File: config.mk
export PLATFORM = sky130hd
export DESIGN_NAME = mci_sub_fabric_top
export DESIGN_NICKNAME = d
export VERILOG_FILES = /design/src/common/mci_fabric_pkg.sv /design/src/common/mci_map_pkg.sv /design/src/fabric/mci_addr_decode.sv /design/src/fabric/mci_priv_classify.sv /design/src/fabric/mci_req_router.sv /design/src/mci_sub_fabric_top.sv
export SDC_FILE = /design/constraint.sdc
export NUM_CORES = 1
export LEC_CHECK = 0
export ABC_CLOCK_PERIOD_IN_PS = 2700
export BUFFER_PORTS_ARGS = -buffer_cell sky130_fd_sc_hd__buf_2
export CAP_MARGIN = 40
export CORE_AREA = 2 2 303 305
export CTS_BUF_LIST = sky130_fd_sc_hd__clkbuf_4
export DETAILED_ROUTE_END_ITERATION = 8
export DIE_AREA = 0 0 305 307
export PLACE_DENSITY = 0.3
export SYNTH_ARGS = -nofsm -noshare
export SYNTH_HDL_FRONTEND = slang
export SYNTH_SLANG_ARGS = --single-unit
File: constraint.sdc
create_clock -name clk -period 2.7 [get_ports clk]
set_input_delay 0.135 -clock clk [delete_from_list [all_inputs] [get_ports clk]]
set_output_delay 0.135 -clock clk [all_outputs]
set_load 0.05 [all_outputs]
File: src/common/mci_fabric_pkg.sv
// Shared types of the subordinate request fabric
// Bus widths, plain vector typedefs, request and response bundles
// and the privilege flag set driven out of the fabric

package mci_fabric_pkg;

    // Simplex bus widths
    localparam int ADDR_W = 32;
    localparam int DATA_W = 32;
    localparam int USER_W = 32;
    localparam int STRB_W = DATA_W / 8;

    // Byte address
    typedef logic [ADDR_W-1:0] addr_t;
    // Data word
    typedef logic [DATA_W-1:0] data_t;
    // Byte enables, one per data byte
    typedef logic [STRB_W-1:0] strb_t;
    // Requester user tag
    typedef logic [USER_W-1:0] user_t;

    // Request side, held stable while hold is high
    typedef struct packed {
        logic  dv;
        addr_t addr;
        logic  write;
        user_t user;
        data_t wdata;
        strb_t wstrb;
    } cif_req_t;

    // Response side, sampled when dv high and hold low
    typedef struct packed {
        data_t rdata;
        logic  hold;
        logic  error;
    } cif_resp_t;

    // Privilege indications
    typedef struct packed {
        logic mcu_lsu;
        logic mcu_ifu;
        logic mcu;
        logic clp;
        logic soc;
    } priv_t;

endpackage

File: src/common/mci_map_pkg.sv
// Address map of the subordinate port
// Region bases and sizes, one-hot target select and router states

package mci_map_pkg;

    // MCU SRAM capacity in KB
    localparam int MCU_SRAM_SIZE_KB = 1024;

    // Control registers
    localparam mci_fabric_pkg::addr_t REG_BASE   = 32'h0000_0000;
    localparam mci_fabric_pkg::addr_t REG_SIZE   = 32'h0000_1000;
    // Mailboxes, 256 KB each
    localparam mci_fabric_pkg::addr_t MBOX0_BASE = 32'h0040_0000;
    localparam mci_fabric_pkg::addr_t MBOX0_SIZE = 32'h0004_0000;
    localparam mci_fabric_pkg::addr_t MBOX1_BASE = 32'h0080_0000;
    localparam mci_fabric_pkg::addr_t MBOX1_SIZE = 32'h0004_0000;
    // MCU SRAM, length follows the KB size
    localparam mci_fabric_pkg::addr_t SRAM_BASE  = 32'h00C0_0000;
    localparam mci_fabric_pkg::addr_t SRAM_SIZE  = MCU_SRAM_SIZE_KB * 1024;

    // Bit positions inside target_sel_t
    localparam int SEL_REG   = 0;
    localparam int SEL_SRAM  = 1;
    localparam int SEL_MBOX0 = 2;
    localparam int SEL_MBOX1 = 3;

    // One-hot target select, zero when unmapped
    typedef logic [3:0] target_sel_t;

    // Router FSM
    typedef enum logic [1:0] {
        IDLE,
        BUSY,
        ERR
    } router_state_e;

endpackage

File: src/fabric/mci_addr_decode.sv
// Address decoder of the request fabric
// One-hot target select and offset inside the selected region

`timescale 1ns/1ps

module mci_addr_decode (
    input  mci_fabric_pkg::addr_t      addr,
    output mci_map_pkg::target_sel_t   target_sel,
    output mci_fabric_pkg::addr_t      offset
);

    import mci_fabric_pkg::*;
    import mci_map_pkg::*;

    // Distance from each region base
    addr_t reg_off;
    addr_t sram_off;
    addr_t mbox0_off;
    addr_t mbox1_off;

    // Wraps below the base, so one compare covers both bounds
    assign reg_off   = addr - REG_BASE;
    assign sram_off  = addr - SRAM_BASE;
    assign mbox0_off = addr - MBOX0_BASE;
    assign mbox1_off = addr - MBOX1_BASE;

    always_comb begin
        // Unmapped by default
        target_sel = '0;
        offset     = '0;

        // Regions are disjoint, order of checks is arbitrary
        if (reg_off < REG_SIZE) begin
            target_sel[SEL_REG] = 1'b1;
            offset              = reg_off;
        end
        else if (sram_off < SRAM_SIZE) begin
            target_sel[SEL_SRAM] = 1'b1;
            offset               = sram_off;
        end
        else if (mbox0_off < MBOX0_SIZE) begin
            target_sel[SEL_MBOX0] = 1'b1;
            offset                = mbox0_off;
        end
        else if (mbox1_off < MBOX1_SIZE) begin
            target_sel[SEL_MBOX1] = 1'b1;
            offset                = mbox1_off;
        end
    end

endmodule

File: src/fabric/mci_priv_classify.sv
// Privilege classifier
// Matches the request user tag against the LSU, IFU and CLP straps

`timescale 1ns/1ps

module mci_priv_classify (
    input  logic                   dv,
    input  mci_fabric_pkg::user_t  user,
    input  mci_fabric_pkg::user_t  strap_mcu_lsu_user,
    input  mci_fabric_pkg::user_t  strap_mcu_ifu_user,
    input  mci_fabric_pkg::user_t  strap_clp_user,
    output mci_fabric_pkg::priv_t  priv
);

    // Raw strap matches
    logic lsu_hit;
    logic ifu_hit;
    logic clp_hit;

    assign lsu_hit = (user == strap_mcu_lsu_user);
    assign ifu_hit = (user == strap_mcu_ifu_user);
    assign clp_hit = (user == strap_clp_user);

    always_comb begin
        // Nothing flagged without a request
        priv = '0;
        if (dv) begin
            priv.mcu_lsu = lsu_hit;
            priv.mcu_ifu = ifu_hit;
            priv.mcu     = lsu_hit | ifu_hit;
            // MCU wins when a strap value is shared with CLP
            priv.clp     = clp_hit & ~(lsu_hit | ifu_hit);
            // Anyone else counts as SoC
            priv.soc     = ~(lsu_hit | ifu_hit | clp_hit);
        end
    end

endmodule

File: src/fabric/mci_req_router.sv
// Request router of the subordinate fabric
// Access check, target strobing, response return
// and the IDLE/BUSY/ERR FSM

`timescale 1ns/1ps

module mci_req_router (
    input  logic                       clk,
    input  logic                       reset,
    input  mci_fabric_pkg::cif_req_t   soc_req_in,
    input  mci_map_pkg::target_sel_t   target_sel,
    input  mci_fabric_pkg::addr_t      offset,
    input  mci_fabric_pkg::priv_t      priv,
    output mci_fabric_pkg::cif_resp_t  soc_resp,
    output mci_fabric_pkg::cif_req_t   reg_req,
    output mci_fabric_pkg::cif_req_t   sram_req,
    output mci_fabric_pkg::cif_req_t   mbox0_req,
    output mci_fabric_pkg::cif_req_t   mbox1_req,
    input  mci_fabric_pkg::cif_resp_t  reg_resp,
    input  mci_fabric_pkg::cif_resp_t  sram_resp,
    input  mci_fabric_pkg::cif_resp_t  mbox0_resp,
    input  mci_fabric_pkg::cif_resp_t  mbox1_resp
);

    import mci_fabric_pkg::*;
    import mci_map_pkg::*;

    router_state_e state_q;
    router_state_e state_d;
    // Target latched while it holds
    target_sel_t   sel_q;
    target_sel_t   sel_d;
    // Target strobed in this cycle
    target_sel_t   route_sel;
    logic          denied;
    cif_req_t      fwd_req;
    cif_resp_t     tgt_resp;

    // Unmapped, or SRAM write from a non-MCU non-CLP requester
    assign denied = (target_sel == '0) ||
                    (target_sel[SEL_SRAM] && soc_req_in.write && !(priv.mcu || priv.clp));

    // Request as seen by a target, region offset in place of address
    always_comb begin
        fwd_req      = soc_req_in;
        fwd_req.addr = offset;
    end

    // Which target gets the strobe
    always_comb begin
        route_sel = '0;
        // No target strobed during reset
        if (!reset) begin
            if (state_q == IDLE && soc_req_in.dv && !denied) begin
                route_sel = target_sel;
            end
            else if (state_q == BUSY) begin
                route_sel = sel_q;
            end
        end
    end

    // Only the routed target sees dv
    always_comb begin
        reg_req      = fwd_req;
        sram_req     = fwd_req;
        mbox0_req    = fwd_req;
        mbox1_req    = fwd_req;
        reg_req.dv   = soc_req_in.dv & route_sel[SEL_REG];
        sram_req.dv  = soc_req_in.dv & route_sel[SEL_SRAM];
        mbox0_req.dv = soc_req_in.dv & route_sel[SEL_MBOX0];
        mbox1_req.dv = soc_req_in.dv & route_sel[SEL_MBOX1];
    end

    // Return path mux, route_sel is one-hot or zero
    always_comb begin
        tgt_resp = '0;
        if (route_sel[SEL_REG])   tgt_resp = reg_resp;
        if (route_sel[SEL_SRAM])  tgt_resp = sram_resp;
        if (route_sel[SEL_MBOX0]) tgt_resp = mbox0_resp;
        if (route_sel[SEL_MBOX1]) tgt_resp = mbox1_resp;
    end

    // Response to requester and next state
    always_comb begin
        state_d  = state_q;
        sel_d    = sel_q;
        soc_resp = '0;
        case (state_q)
            IDLE: begin
                if (soc_req_in.dv && denied) begin
                    // Stall one cycle, error follows in ERR
                    soc_resp.hold = 1'b1;
                    state_d       = ERR;
                end
                else if (soc_req_in.dv) begin
                    soc_resp = tgt_resp;
                    if (tgt_resp.hold) begin
                        sel_d   = target_sel;
                        state_d = BUSY;
                    end
                end
            end
            BUSY: begin
                soc_resp = tgt_resp;
                // Leave once the target lets go
                if (!soc_req_in.dv || !tgt_resp.hold) begin
                    state_d = IDLE;
                end
            end
            ERR: begin
                soc_resp.error = 1'b1;
                state_d        = IDLE;
            end
            default: state_d = IDLE;
        endcase
    end

    always_ff @(posedge clk) begin
        if (reset) begin
            state_q <= IDLE;
            sel_q   <= '0;
        end
        else begin
            state_q <= state_d;
            sel_q   <= sel_d;
        end
    end

endmodule

File: src/mci_sub_fabric_top.sv
// Top level of the subordinate request fabric
// Address decoder and privilege classifier feed the router
// Privilege flags also leave the block

`timescale 1ns/1ps

module mci_sub_fabric_top (
    input  logic                       clk,
    input  logic                       reset,
    // Requester side
    input  mci_fabric_pkg::cif_req_t   soc_req_in,
    output mci_fabric_pkg::cif_resp_t  soc_resp,
    // Control registers
    output mci_fabric_pkg::cif_req_t   reg_req,
    input  mci_fabric_pkg::cif_resp_t  reg_resp,
    // MCU SRAM
    output mci_fabric_pkg::cif_req_t   sram_req,
    input  mci_fabric_pkg::cif_resp_t  sram_resp,
    // Mailboxes
    output mci_fabric_pkg::cif_req_t   mbox0_req,
    input  mci_fabric_pkg::cif_resp_t  mbox0_resp,
    output mci_fabric_pkg::cif_req_t   mbox1_req,
    input  mci_fabric_pkg::cif_resp_t  mbox1_resp,
    // Privileged user straps
    input  mci_fabric_pkg::user_t      strap_mcu_lsu_user,
    input  mci_fabric_pkg::user_t      strap_mcu_ifu_user,
    input  mci_fabric_pkg::user_t      strap_clp_user,
    output mci_fabric_pkg::priv_t      priv
);

    import mci_fabric_pkg::*;
    import mci_map_pkg::*;

    // Decoder results
    target_sel_t target_sel;
    addr_t       offset;

    mci_addr_decode i_mci_addr_decode (
        .addr       (soc_req_in.addr),
        .target_sel (target_sel),
        .offset     (offset)
    );

    // Classification runs beside the decode
    mci_priv_classify i_mci_priv_classify (
        .dv                 (soc_req_in.dv),
        .user               (soc_req_in.user),
        .strap_mcu_lsu_user (strap_mcu_lsu_user),
        .strap_mcu_ifu_user (strap_mcu_ifu_user),
        .strap_clp_user     (strap_clp_user),
        .priv               (priv)
    );

    mci_req_router i_mci_req_router (
        .clk        (clk),
        .reset      (reset),
        .soc_req_in (soc_req_in),
        .target_sel (target_sel),
        .offset     (offset),
        .priv       (priv),
        .soc_resp   (soc_resp),
        .reg_req    (reg_req),
        .sram_req   (sram_req),
        .mbox0_req  (mbox0_req),
        .mbox1_req  (mbox1_req),
        .reg_resp   (reg_resp),
        .sram_resp  (sram_resp),
        .mbox0_resp (mbox0_resp),
        .mbox1_resp (mbox1_resp)
    );

endmodule

==> flow_summary.yaml, run 1 <==
critical_path:
  endpoint_kind: "output port"
  rrSetupSlack_ps: 140
  r2r-end: "i_mci_req_router.sel_q[1]$_SDFFE_PP0P_"
  cp_max_fo: 8
  critPathRequiredTime_ps: 2570
  startpoint: "soc_req_in[94]"
  r2r_cells: 11
  endpoint: "soc_resp[0]"
  reg2reg_from: "i_mci_req_router.state_q[1]$_SDFFE_PP0P_"
  worst_ep_arrival_time_ps: 2690
  crit_path_start_kind: "input port"
  worstSetupPathType: "input port to output port"
power:
  power_frac_clock_pct: 5.0
  powerDensity_nw_per_um2: 140
  swShare_pct: 59.3
  power.switching_mw: 0.981
  combinationalPowerShare_pct: 89.5
  ir_drop_uv: 106
  p_int_mw: 0.672
  power_frac_seq_pct: 5.4
  finalPower_mw: 1.65
  cellLeakagePower_nw: 5.16
cts:
  tritoncts.num_buffers: 3
  clkSinkCount: 6
  clock_path_buffers: 2
  root_buffer: "clkbuf_4"
  clock_latency_ps: 240
  htreeDepth: 1
  cts_tree: "done"
yosys:
  syn_inst: 887
  ys_warn_count: 0
  syn_area_um2: 6340
  synth_cell_types: 53
  synth_ff_type: "dfxtp_1"
  synth_edf_count: 0
  async_flop_share_pct: 0
  ys_seq_area_share_pct: 1.89
  ys_ff_latch: 6
  synth_area_per_cell_um2: 7.15
global_route:
  track_usage_pct: 8.11
  grt_pass1_vias: 7070
  grt-ovfl-total: 0
  grt_antenna_before_repair: 13
  grt_pass1_wl_um: 54000
  grt_max_degree: 18
finish:
  area.growth.synth_to_final_pct: 86.8
  final_cells: 2449
  drive_gt1_share_pct: 74.4
  post-route-util_pct: 13.1
  layout.nets: 1608
  fill_cells: 10500
floorplan:
  core_um2: 90700
  die_area_um2: 93600
  initial_utilization_pct: 6.99
  ios: 783
  die_h_um: 307
  fp-row-count: 111
  die_w_um: 305
drt:
  drc: 0
  vias: 6992
  routedWlPerCell_um: 16.8
  postRouteWirelength_um: 41100
  drtPass1Iterations: 4
  drt.antenna.violating_nets: 0
  via_per_inst: 2.86
  drt_iter0_drc: 189
outcome:
  status: "finished with violations"
  violations: "setup timing"
place:
  port-buffer-count: 570
  place_inst: 2414
  finalWeightedCongestion: 0.732
  hpwlAfterDp_um: 35100
sta:
  tns_ps: -1630
  slew_headroom_pct: 66.3
  finalCritPeriodShare_pct: 105
  worst_pin_slew_ps: 502
  finalWorstSetupSlack_ps: -126
  finClkSkew_ps: 1.62
  fin_hold_ws_ps: 270
  final-hold-violation-count: 0
  fmax_ghz: 0.354
  rsz0062_at_grt: "yes"
  setup_viol: 33
  fin_crit_ps: 2830
  maxSlewViolCount: 0
job:
  max-cap-violations: 0
worst_hold_path:
  hp-class: "input port to output port"
## cells by family (layout without fill, tap and decap cells)
kind of cell,after synthesis,in the layout,synth area share (%)
DFF,6,6,1.90
xor gates and xnor gates,100,100,13.8
AOI/OAI and AO/OA,100,100,13.7
muxes,4,4,0.671
buffers and inverters,415,757,47.7
and+or+nand+nor,251,251,20.1
adders and majority gates,10,10,1.97
other,1,35,0.0592
## final cells by class
cell class                      count  area, um2  area share [%]
Timing Repair Buffer              746       5550            46.9
Tap cell                         1186       1480            12.5
Inverter                            8       35.0           0.296
Clock buffer                        3       22.5           0.190
Multi-Input combinational cell    497       4620            39.0
Antenna cell                        3       7.51          0.0634
Sequential cell                     6        120            1.01
## worst min-delay path by stage
| stage | from | endpoint | cells after the start |
|---|---|---|---|
| floorplan | soc_req_in[68] | i_mci_req_router.state_q[1]$_SDFFE_PP0P_ | 3 |
| finish | soc_req_in[15] | mbox1_req[15] | 0 |
| global placement | soc_req_in[25] | reg_req[25] | 0 |
| CTS | soc_req_in[25] | reg_req[25] | 0 |
| global route | soc_req_in[30] | sram_req[30] | 0 |
| detailed placement | soc_req_in[25] | reg_req[25] | 0 |
## power groups by stage
stage          clock network, mW  logic [mW]  registers [mW]
4_1_cts                   0.0865        1.45          0.0900
5_1_grt                   0.0898        1.57          0.0899
2_1_floorplan                  0        1.46          0.0920
3_3_place_gp                   0        1.38          0.0917
3_5_place_dp                   0        1.38          0.0917
6_report                  0.0834        1.48          0.0900
## registers in the layout, summed over array words and instances (netlist names)
name / flops
i_mci_req_router.sel_q: 4
i_mci_req_router.state_q: 2
## stage by stage
stage | cell area, um2 | setup slack [ps]
final | 11800 | -126
after global routing | 11800 | -243
after CTS | 11000 | -166
after detailed placement | 9560 | -757
after global placement | 9560 | -777
after floorplan | 6800 | -225
## synthesized netlist by cell type (3+ instances only)
cell        n  area share [%]
and3_1      5            0.49
xnor2_1    98              14
a221oi_1   12             1.7
nand3_1    12            0.95
nand4_1    29             2.9
nand2b_1    8            0.79
dfxtp_1     6             1.9
a31oi_1     4            0.39
nor4b_1     4            0.55
o21ai_0     5            0.39
clkbuf_1   11            0.65
ha_1       10             2.0
nor4_1      8            0.79
a21oi_1    40             3.2
nor2_1     90             5.3
nand2_1    48             2.8
buf_2      10            0.79
nor3_1     10            0.79
o31ai_1     3            0.36
a221oi_2   20             4.7
and2_1     24             2.4
inv_1       8            0.47
buf_4     384              45
## repair_timing
item	CTS	global route
hold buffers	0	0
setup endpoints to repair	138	135
gates cloned	5	2
resized for setup	291	171
hold endpoints to repair	0	0
setup buffers	15	9
pin swaps	37	40
## metal layers
metal | track usage [%] | share of wire (%) | up-vias
met1 | 9.50 | 40 | 3204
met3 | 1.96 | 7.1 | 31
li1 | - | - | 3314
met4 | 1.06 | 1.2 | 6
met2 | 15.1 | 52 | 437
met5 | 0 | 0.078 | -
## worst max-delay path, stage by stage
cell and delay (ps):
buf_6 90, or4_4 540, buf_6 150, o22a_1 210, a311oi_4 300, nor4b_4 110, a31oi_4 280, buf_12 200
buf_12 140, buf_12 140, nand3_2 100, o221ai_4 90, buf_6 190
## layout by cell type (no fill, tap or decap), types with 10 or more instances in the layout
| master | netlist | final |
|---|---|---|
| xnor2_2 | 0 | 11 |
| xnor2_1 | 98 | 82 |
| conb_1 | 1 | 32 |
| nor2_2 | 0 | 20 |
| a21oi_2 | 1 | 11 |
| buf_12 | 0 | 33 |
| nor2_4 | 0 | 19 |
| a221oi_2 | 20 | 12 |
| nand4_1 | 29 | 29 |
| clkbuf_4 | 0 | 12 |
| nor2_1 | 90 | 51 |
| nand2_1 | 48 | 45 |
| nor3_1 | 10 | 10 |
| and2_4 | 0 | 12 |
| a221oi_4 | 0 | 19 |
| buf_4 | 384 | 149 |
| buf_6 | 2 | 109 |
| buf_2 | 10 | 430 |
| a21oi_4 | 0 | 25 |
Power figures use the tool's default switching activity.
==> run 2: changes to the inputs <==
--- a/config.mk
+++ b/config.mk
@@ -5,14 +5,16 @@
 export SDC_FILE = /design/constraint.sdc
 export NUM_CORES = 1
 export LEC_CHECK = 0
+export ABC_AREA = 1
 export ABC_CLOCK_PERIOD_IN_PS = 2700
 export BUFFER_PORTS_ARGS = -buffer_cell sky130_fd_sc_hd__buf_2
 export CAP_MARGIN = 40
-export CORE_AREA = 2 2 303 305
+export CORE_AREA = 2 2 306 308
 export CTS_BUF_LIST = sky130_fd_sc_hd__clkbuf_4
 export DETAILED_ROUTE_END_ITERATION = 8
-export DIE_AREA = 0 0 305 307
+export DIE_AREA = 0 0 308 310
 export PLACE_DENSITY = 0.3
+export SKIP_CTS_REPAIR_TIMING = 1
 export SYNTH_ARGS = -nofsm -noshare
 export SYNTH_HDL_FRONTEND = slang
 export SYNTH_SLANG_ARGS = --single-unit
==> run 2 against run 1 <==
Compared with the run above: the run still ends with setup timing left; hold slack worse by 140 ps; sequential power hardly changed; synthesized area grew 16%; critical path type unchanged; flip-flop and latch count unchanged; largest power group unchanged; clock power up 0.6%; fmax fell by 1.6%; first-iteration DRC count grew 25%; cell count is 17% higher; highest routed layer unchanged; largest cell class unchanged.
==> flow_summary.yaml, run 2 <==
outcome:
  status: "finished with violations"
  violations: "setup timing"
yosys:
  synth_common_cells: "buf_4 (383), nand2_1 (231), nor2_1 (140), inv_1 (118)"
  synth_area_leaders: "buf_4 (39%), nand2_1 (12%), nor2_1 (7.2%), xnor2_1 (7.2%), inv_1 (6.0%)"
  ys_ff_latch: 6
  synth_top_area_share_pct: 39.2
  yosysMostFrequentCell: "buf_4"
  syn_area_um2: 7330
  yosysTopAreaCell: "buf_4"
  synth_area_per_cell_um2: 5.85
  synth_edf_count: 0
  async_flop_share_pct: 0
  ys_warn_count: 0
  synth_ff_type: "dfxtp_1"
  synth_cell_types: 38
  syn_inst: 1254
  ys_seq_area_share_pct: 1.64
floorplan:
  core_um2: 92500
  initial_utilization_pct: 7.93
  die_area_um2: 95500
  ios: 783
  die_h_um: 310
  fp-row-count: 112
  die_w_um: 308
critical_path:
  critPathRequiredTime_ps: 2570
  crit_path_start_kind: "input port"
  cp_max_fo: 8
  endpoint_kind: "output port"
  worst_ep_arrival_time_ps: 2740
  worstSetupPathType: "input port to output port"
  cp.buffers_inverters: 9
  r2r_cells: 17
  slowest_stage: "a21oi_2"
  max_stage_delay_ps: 210
  crit_chain: "buf_8 -> buf_8 -> ha_4 -> nand2_4 -> buf_4 -> nand3_1 -> buf_4 -> nand3_4 -> nor2_4 -> nand4_4 -> inv_1 -> nor2_2 -> buf_4 -> nand4_1 -> nand2_2 -> nand2_8 -> buf_12 -> buf_12 -> nand2_4 -> o21ai_2 -> a21oi_2 -> buf_12"
  crit_family: "buffers and inverters"
  worstSetupPathDepth: 22
sta:
  rsz0062_at_grt: "yes"
  finalCritPeriodShare_pct: 106
  maxSlewViolCount: 0
  fmax_ghz: 0.348
  finClkSkew_ps: 1.34
  worst_pin_slew_ps: 615
  tns_ps: -2530
  finalWorstSetupSlack_ps: -172
  final-hold-violation-count: 0
  slew_headroom_pct: 59.0
  setup_viol: 32
  fin_crit_ps: 2870
cts:
  clkSinkCount: 6
  clock_path_buffers: 2
  clock_latency_ps: 240
  cts_tree: "done"
  htreeDepth: 1
  tritoncts.num_buffers: 3
  path_clk_slew_ps: 50
  root_buffer: "clkbuf_4"
finish:
  reg.largest.list: "i_mci_req_router.sel_q x4, i_mci_req_router.state_q x2"
  layout.nets: 2016
  layout_commonest_cell: "buf_2"
  layout_common_cells: "buf_2 (474), buf_4 (190), nand2_1 (187)"
  final_area_um2: 12700
  final_cells: 2867
  seq_area_um2: 120
  largest_register_ffs: 4
  multi_input_area_um2: 5020
  drive_gt1_share_pct: 63.1
  fill_cells: 10800
  area.growth.synth_to_final_pct: 73.6
  regMostFlops: "i_mci_req_router.sel_q"
power:
  powerDensity_nw_per_um2: 144
  swShare_pct: 60.7
  p_int_mw: 0.721
  power.switching_mw: 1.12
  combinationalPowerShare_pct: 90.5
  ir_drop_uv: 107
  power_frac_clock_pct: 4.6
  cellLeakagePower_nw: 6.48
  power_frac_seq_pct: 4.9
place:
  port-buffer-count: 570
  finalWeightedCongestion: 0.772
  place_area_um2: 10800
  hpwlAfterDp_um: 38700
  place_inst: 2828
job:
  max-cap-violations: 0
drt:
  postRouteWirelength_um: 44300
  drtPass1Iterations: 4
  routedWlPerCell_um: 15.5
  via_per_inst: 3.04
  drt_iter0_drc: 236
  drt.antenna.violating_nets: 0
  drc: 0
  vias: 8719
global_route:
  track_usage_pct: 8.13
  grt_max_degree: 28
  grt_pass1_vias: 7887
  grt_pass1_wl_um: 55200
  grt-ovfl-total: 0
  grt_antenna_before_repair: 26
worst_hold_path:
  hp-class: "input port to flip-flop"
  hold_depth: 2
[run 2: cell types whose count changed after synthesis, moves of 32 or more]
| cell | change |
|---|---|
| xnor2_1 | -38 |
| nor2_1 | +50 |
| inv_1 | +110 |
| o21ai_0 | +32 |
| nand2_1 | +183 |
| o21ai_1 | +60 |
[run 2: worst paths after layout]
path	start	endpoint	slack [ps]
setup / recovery	soc_req_in[92]	soc_resp[12]	-170
hold / removal	reset	i_mci_req_router.sel_q[3]$_SDFFE_PP0P_	130
setup reg to reg	i_mci_req_router.state_q[0]$_SDFFE_PP0P_	i_mci_req_router.sel_q[3]$_SDFFE_PP0P_	420
hold reg to reg	i_mci_req_router.sel_q[2]$_SDFFE_PP0P_	i_mci_req_router.sel_q[2]$_SDFFE_PP0P_	460
[run 2: cells by family (layout without fill, tap and decap cells)]
logic type               count (synthesis)  after routing  share of synthesized area (%)
AO/OA/AOI/OAI                          155            155                           11.4
XOR/XNOR                                84             84                           10.0
adder cells (fa/ha/maj)                 10             10                           1.71
buffers and inverters                  534            915                           47.8
flip-flops                               6              6                           1.64
other                                    1             34                         0.0512
AND/OR/NAND/NOR                        464            466                           27.3
[run 2: layout make-up]
cell class              count  share of cell area (%)
inverters                 127                    3.90
diodes                      2                  0.0393
clock buffers               3                   0.177
multi-input cells         747                    39.5
well taps                1197                    11.8
flip-flops and latches      6                   0.944
repair buffers            785                    43.7
[run 2: power groups by stage]
stage	Clock (mW)	Sequential (mW)	Combinational (mW)
3_3_place_gp	0	0.0920	1.53
4_1_cts	0.0875	0.0903	1.53
2_1_floorplan	0	0.0919	1.60
3_5_place_dp	0	0.0920	1.53
5_1_grt	0.0951	0.0902	1.78
6_report	0.0839	0.0903	1.66
[run 2: through the flow]
step	worst slack, ps	hold slack [ps]	power, mW	util (%)
2_1_floorplan	-264	204	1.69	-
3_3_place_gp	-628	271	1.62	11.6
3_5_place_dp	-668	271	1.62	11.6
4_1_cts	-684	125	1.71	11.7
5_1_grt	-395	136	1.97	13.8
6_report	-172	129	1.84	13.8
[run 2: worst reg2reg max path: cells and delay by family (launching register included)]
family | cells | cell delay, ps
simple gates | 11 | 1280
buf+inv | 4 | 480
flops | 1 | 300
compound gates | 2 | 110
[run 2: metal layers]
layer	wire [um]	part of all wire, %	track usage, %
met1	17600	40	9.47
met2	21700	49	14.2
met3	4230	9.5	3.17
met4	713	1.6	1.32
met5	71	0.16	0
==> run 3: changes to the inputs <==
--- a/config.mk
+++ b/config.mk
@@ -13,7 +13,6 @@
 export CTS_BUF_LIST = sky130_fd_sc_hd__clkbuf_4
 export DETAILED_ROUTE_END_ITERATION = 8
 export DIE_AREA = 0 0 308 310
-export PLACE_DENSITY = 0.3
 export SKIP_CTS_REPAIR_TIMING = 1
 export SYNTH_ARGS = -nofsm -noshare
 export SYNTH_HDL_FRONTEND = slang
==> constraint.sdc (replaced) <==
create_clock -name clk -period 2.7 [get_ports clk]
set_input_delay 0.135 -clock clk [delete_from_list [all_inputs] [get_ports clk]]
set_output_delay 0.135 -clock clk [all_outputs]
set_load 0.01 [all_outputs]
==> run 3 against run 2 <==
Compared with the run above: the flow still finishes with violations (setup timing); combinational power shrank 31%; utilization shrank 1.4 points; cell count shrank 0.70%; sequential share of layout area grew 0.10 points; cell area shrank 9.9%; critical path type unchanged; critical path depth grew 2; critical endpoint is now soc_resp[21]; total power shrank 28%; die area is the same.
==> flow_summary.yaml, run 3 (synthesis results as in run 2) <==
outcome:
  status: "finished with violations"
  violations: "setup timing"
floorplan:
  ios: 783
  fp-row-count: 112
  die_area_um2: 95500
  die_h_um: 310
  initial_utilization_pct: 7.93
  core_um2: 92500
  die_w_um: 308
worst_hold_path:
  hp-class: "input port to flip-flop"
job:
  max-cap-violations: 0
drt:
  drt_iter0_drc: 309
  postRouteWirelength_um: 47300
  via_per_inst: 3.13
  drc: 0
  drtPass1Iterations: 5
  vias: 8912
  routedWlPerCell_um: 16.6
  drt.antenna.violating_nets: 0
cts:
  clkSinkCount: 6
  root_buffer: "clkbuf_4"
  tritoncts.num_buffers: 3
  clock_path_buffers: 2
  path_clk_slew_ps: 50
  clock_latency_ps: 240
  cts_tree: "done"
  htreeDepth: 1
power:
  finalPower_mw: 1.32
  ir_drop_uv: 111
  cellLeakagePower_nw: 6.21
  powerDensity_nw_per_um2: 115
sta:
  fmax_ghz: 0.352
  fin_crit_ps: 2840
  finClkSkew_ps: 4.85
  fin_hold_ws_ps: 148
  final-hold-violation-count: 0
  rsz0062_at_grt: "yes"
  setup_viol: 33
  finalCritPeriodShare_pct: 105
  maxSlewViolCount: 0
  finalWorstSetupSlack_ps: -144
critical_path:
  cp_max_fo: 8
  crit_path_start_kind: "input port"
  worstSetupPathType: "input port to output port"
  max_stage_delay_ps: 170
  endpoint_kind: "output port"
  critPathRequiredTime_ps: 2570
  crit_chain: "buf_6 -> inv_4 -> buf_4 -> ha_4 -> buf_4 -> nand3_2 -> nand2_2 -> inv_1 -> nand2_1 -> nor2_2 -> nand4_4 -> nand4_4 -> nand3_4 -> nand2_8 -> nand2_8 -> buf_12 -> clkbuf_16 -> buf_6 -> o21ai_2 -> o21ai_1 -> nand2_1 -> o21ai_1 -> a21oi_1 -> buf_2"
  worst_ep_arrival_time_ps: 2710
  slowest_stage: "ha_4"
finish:
  layout_commonest_cell: "buf_2"
  area.growth.synth_to_final_pct: 56.4
  layout_common_cells: "buf_2 (545), nand2_1 (185), buf_4 (160)"
  regMostFlops: "i_mci_req_router.sel_q"
  largest_register_ffs: 4
  final_cells: 2847
  reg.largest.list: "i_mci_req_router.sel_q x4, i_mci_req_router.state_q x2"
  post-route-util_pct: 12.4
  layout.nets: 1993
  drive_gt1_share_pct: 58.7
global_route:
  grt-ovfl-total: 0
  grt_max_degree: 46
  grt_antenna_before_repair: 30
  grt_pass1_vias: 7612
  grt_pass1_wl_um: 57000
  track_usage_pct: 8.61
place:
  port-buffer-count: 570
  hpwlAfterDp_um: 41200
  place_inst: 2818
  pre_cts_ws_ps: -641
  finalWeightedCongestion: 0.865
run 3: cell count changes in the layout (fill, tap and decap cells not counted), sizes merged:
cell / before / now
clkbuf: 22 / 18
clkinv: 1 / 3
inv: 126 / 124
nand2: 248 / 247
diode: 2 / 5
buf: 766 / 748
run 3: where the power goes:
| part | switching (mW) | total [mW] | leakage [nW] | internal (mW) |
|---|---|---|---|---|
| registers | 0.000661 | 0.0904 | 0.0485 | 0.0898 |
| clock network | 0.0321 | 0.0824 | 0.0138 | 0.0503 |
| logic | 0.622 | 1.15 | 6.15 | 0.528 |
run 3: worst paths after layout:
check / slack (ps) / start / endpoint / cells past startpoint
worst max register to register: 460 / i_mci_req_router.state_q[1]$_SDFFE_PP0P_ / i_mci_req_router.sel_q[0]$_SDFFE_PP0P_ / 16
worst max-delay path: -140 / soc_req_in[92] / soc_resp[21] / 24
worst min register to register: 460 / i_mci_req_router.sel_q[3]$_SDFFE_PP0P_ / i_mci_req_router.sel_q[3]$_SDFFE_PP0P_ / 2
worst min-delay path: 150 / reset / i_mci_req_router.sel_q[2]$_SDFFE_PP0P_ / 2
run 3: layer usage:
| metal | share of wire [%] | vias up | GRT usage [%] |
|---|---|---|---|
| met5 | 0.27 | - | 0 |
| met4 | 3.4 | 20 | 2.45 |
| met3 | 11 | 141 | 3.76 |
| met2 | 47 | 552 | 14.9 |
| met1 | 37 | 3932 | 9.50 |
| li1 | - | 4267 | - |
run 3: worst max-delay path: cells and delay by family:
family,cells,cell delay (ps)
compound gates,4,300
fa+ha+maj,1,170
buf+inv,9,1050
simple gates,10,1030
run 3: final cells by class:
cell class / instances / area [um2]
diodes: 5 / 12.5
multi-input cells: 746 / 4590
flip-flops and latches: 6 / 120
clock buffers: 3 / 22.5
inverters: 127 / 489
well taps: 1197 / 1500
repair buffers: 763 / 4740
fillers: 10900 / 81000
run 3: per-stage QoR:
stage          instance area [um2]  TNS [ps]
6_report                     11500     -2640
5_1_grt                      11500    -11080
4_1_cts                      10200    -22620
3_5_place_dp                 10200    -22500
3_3_place_gp                 10200    -22490
2_1_floorplan                 7450         0
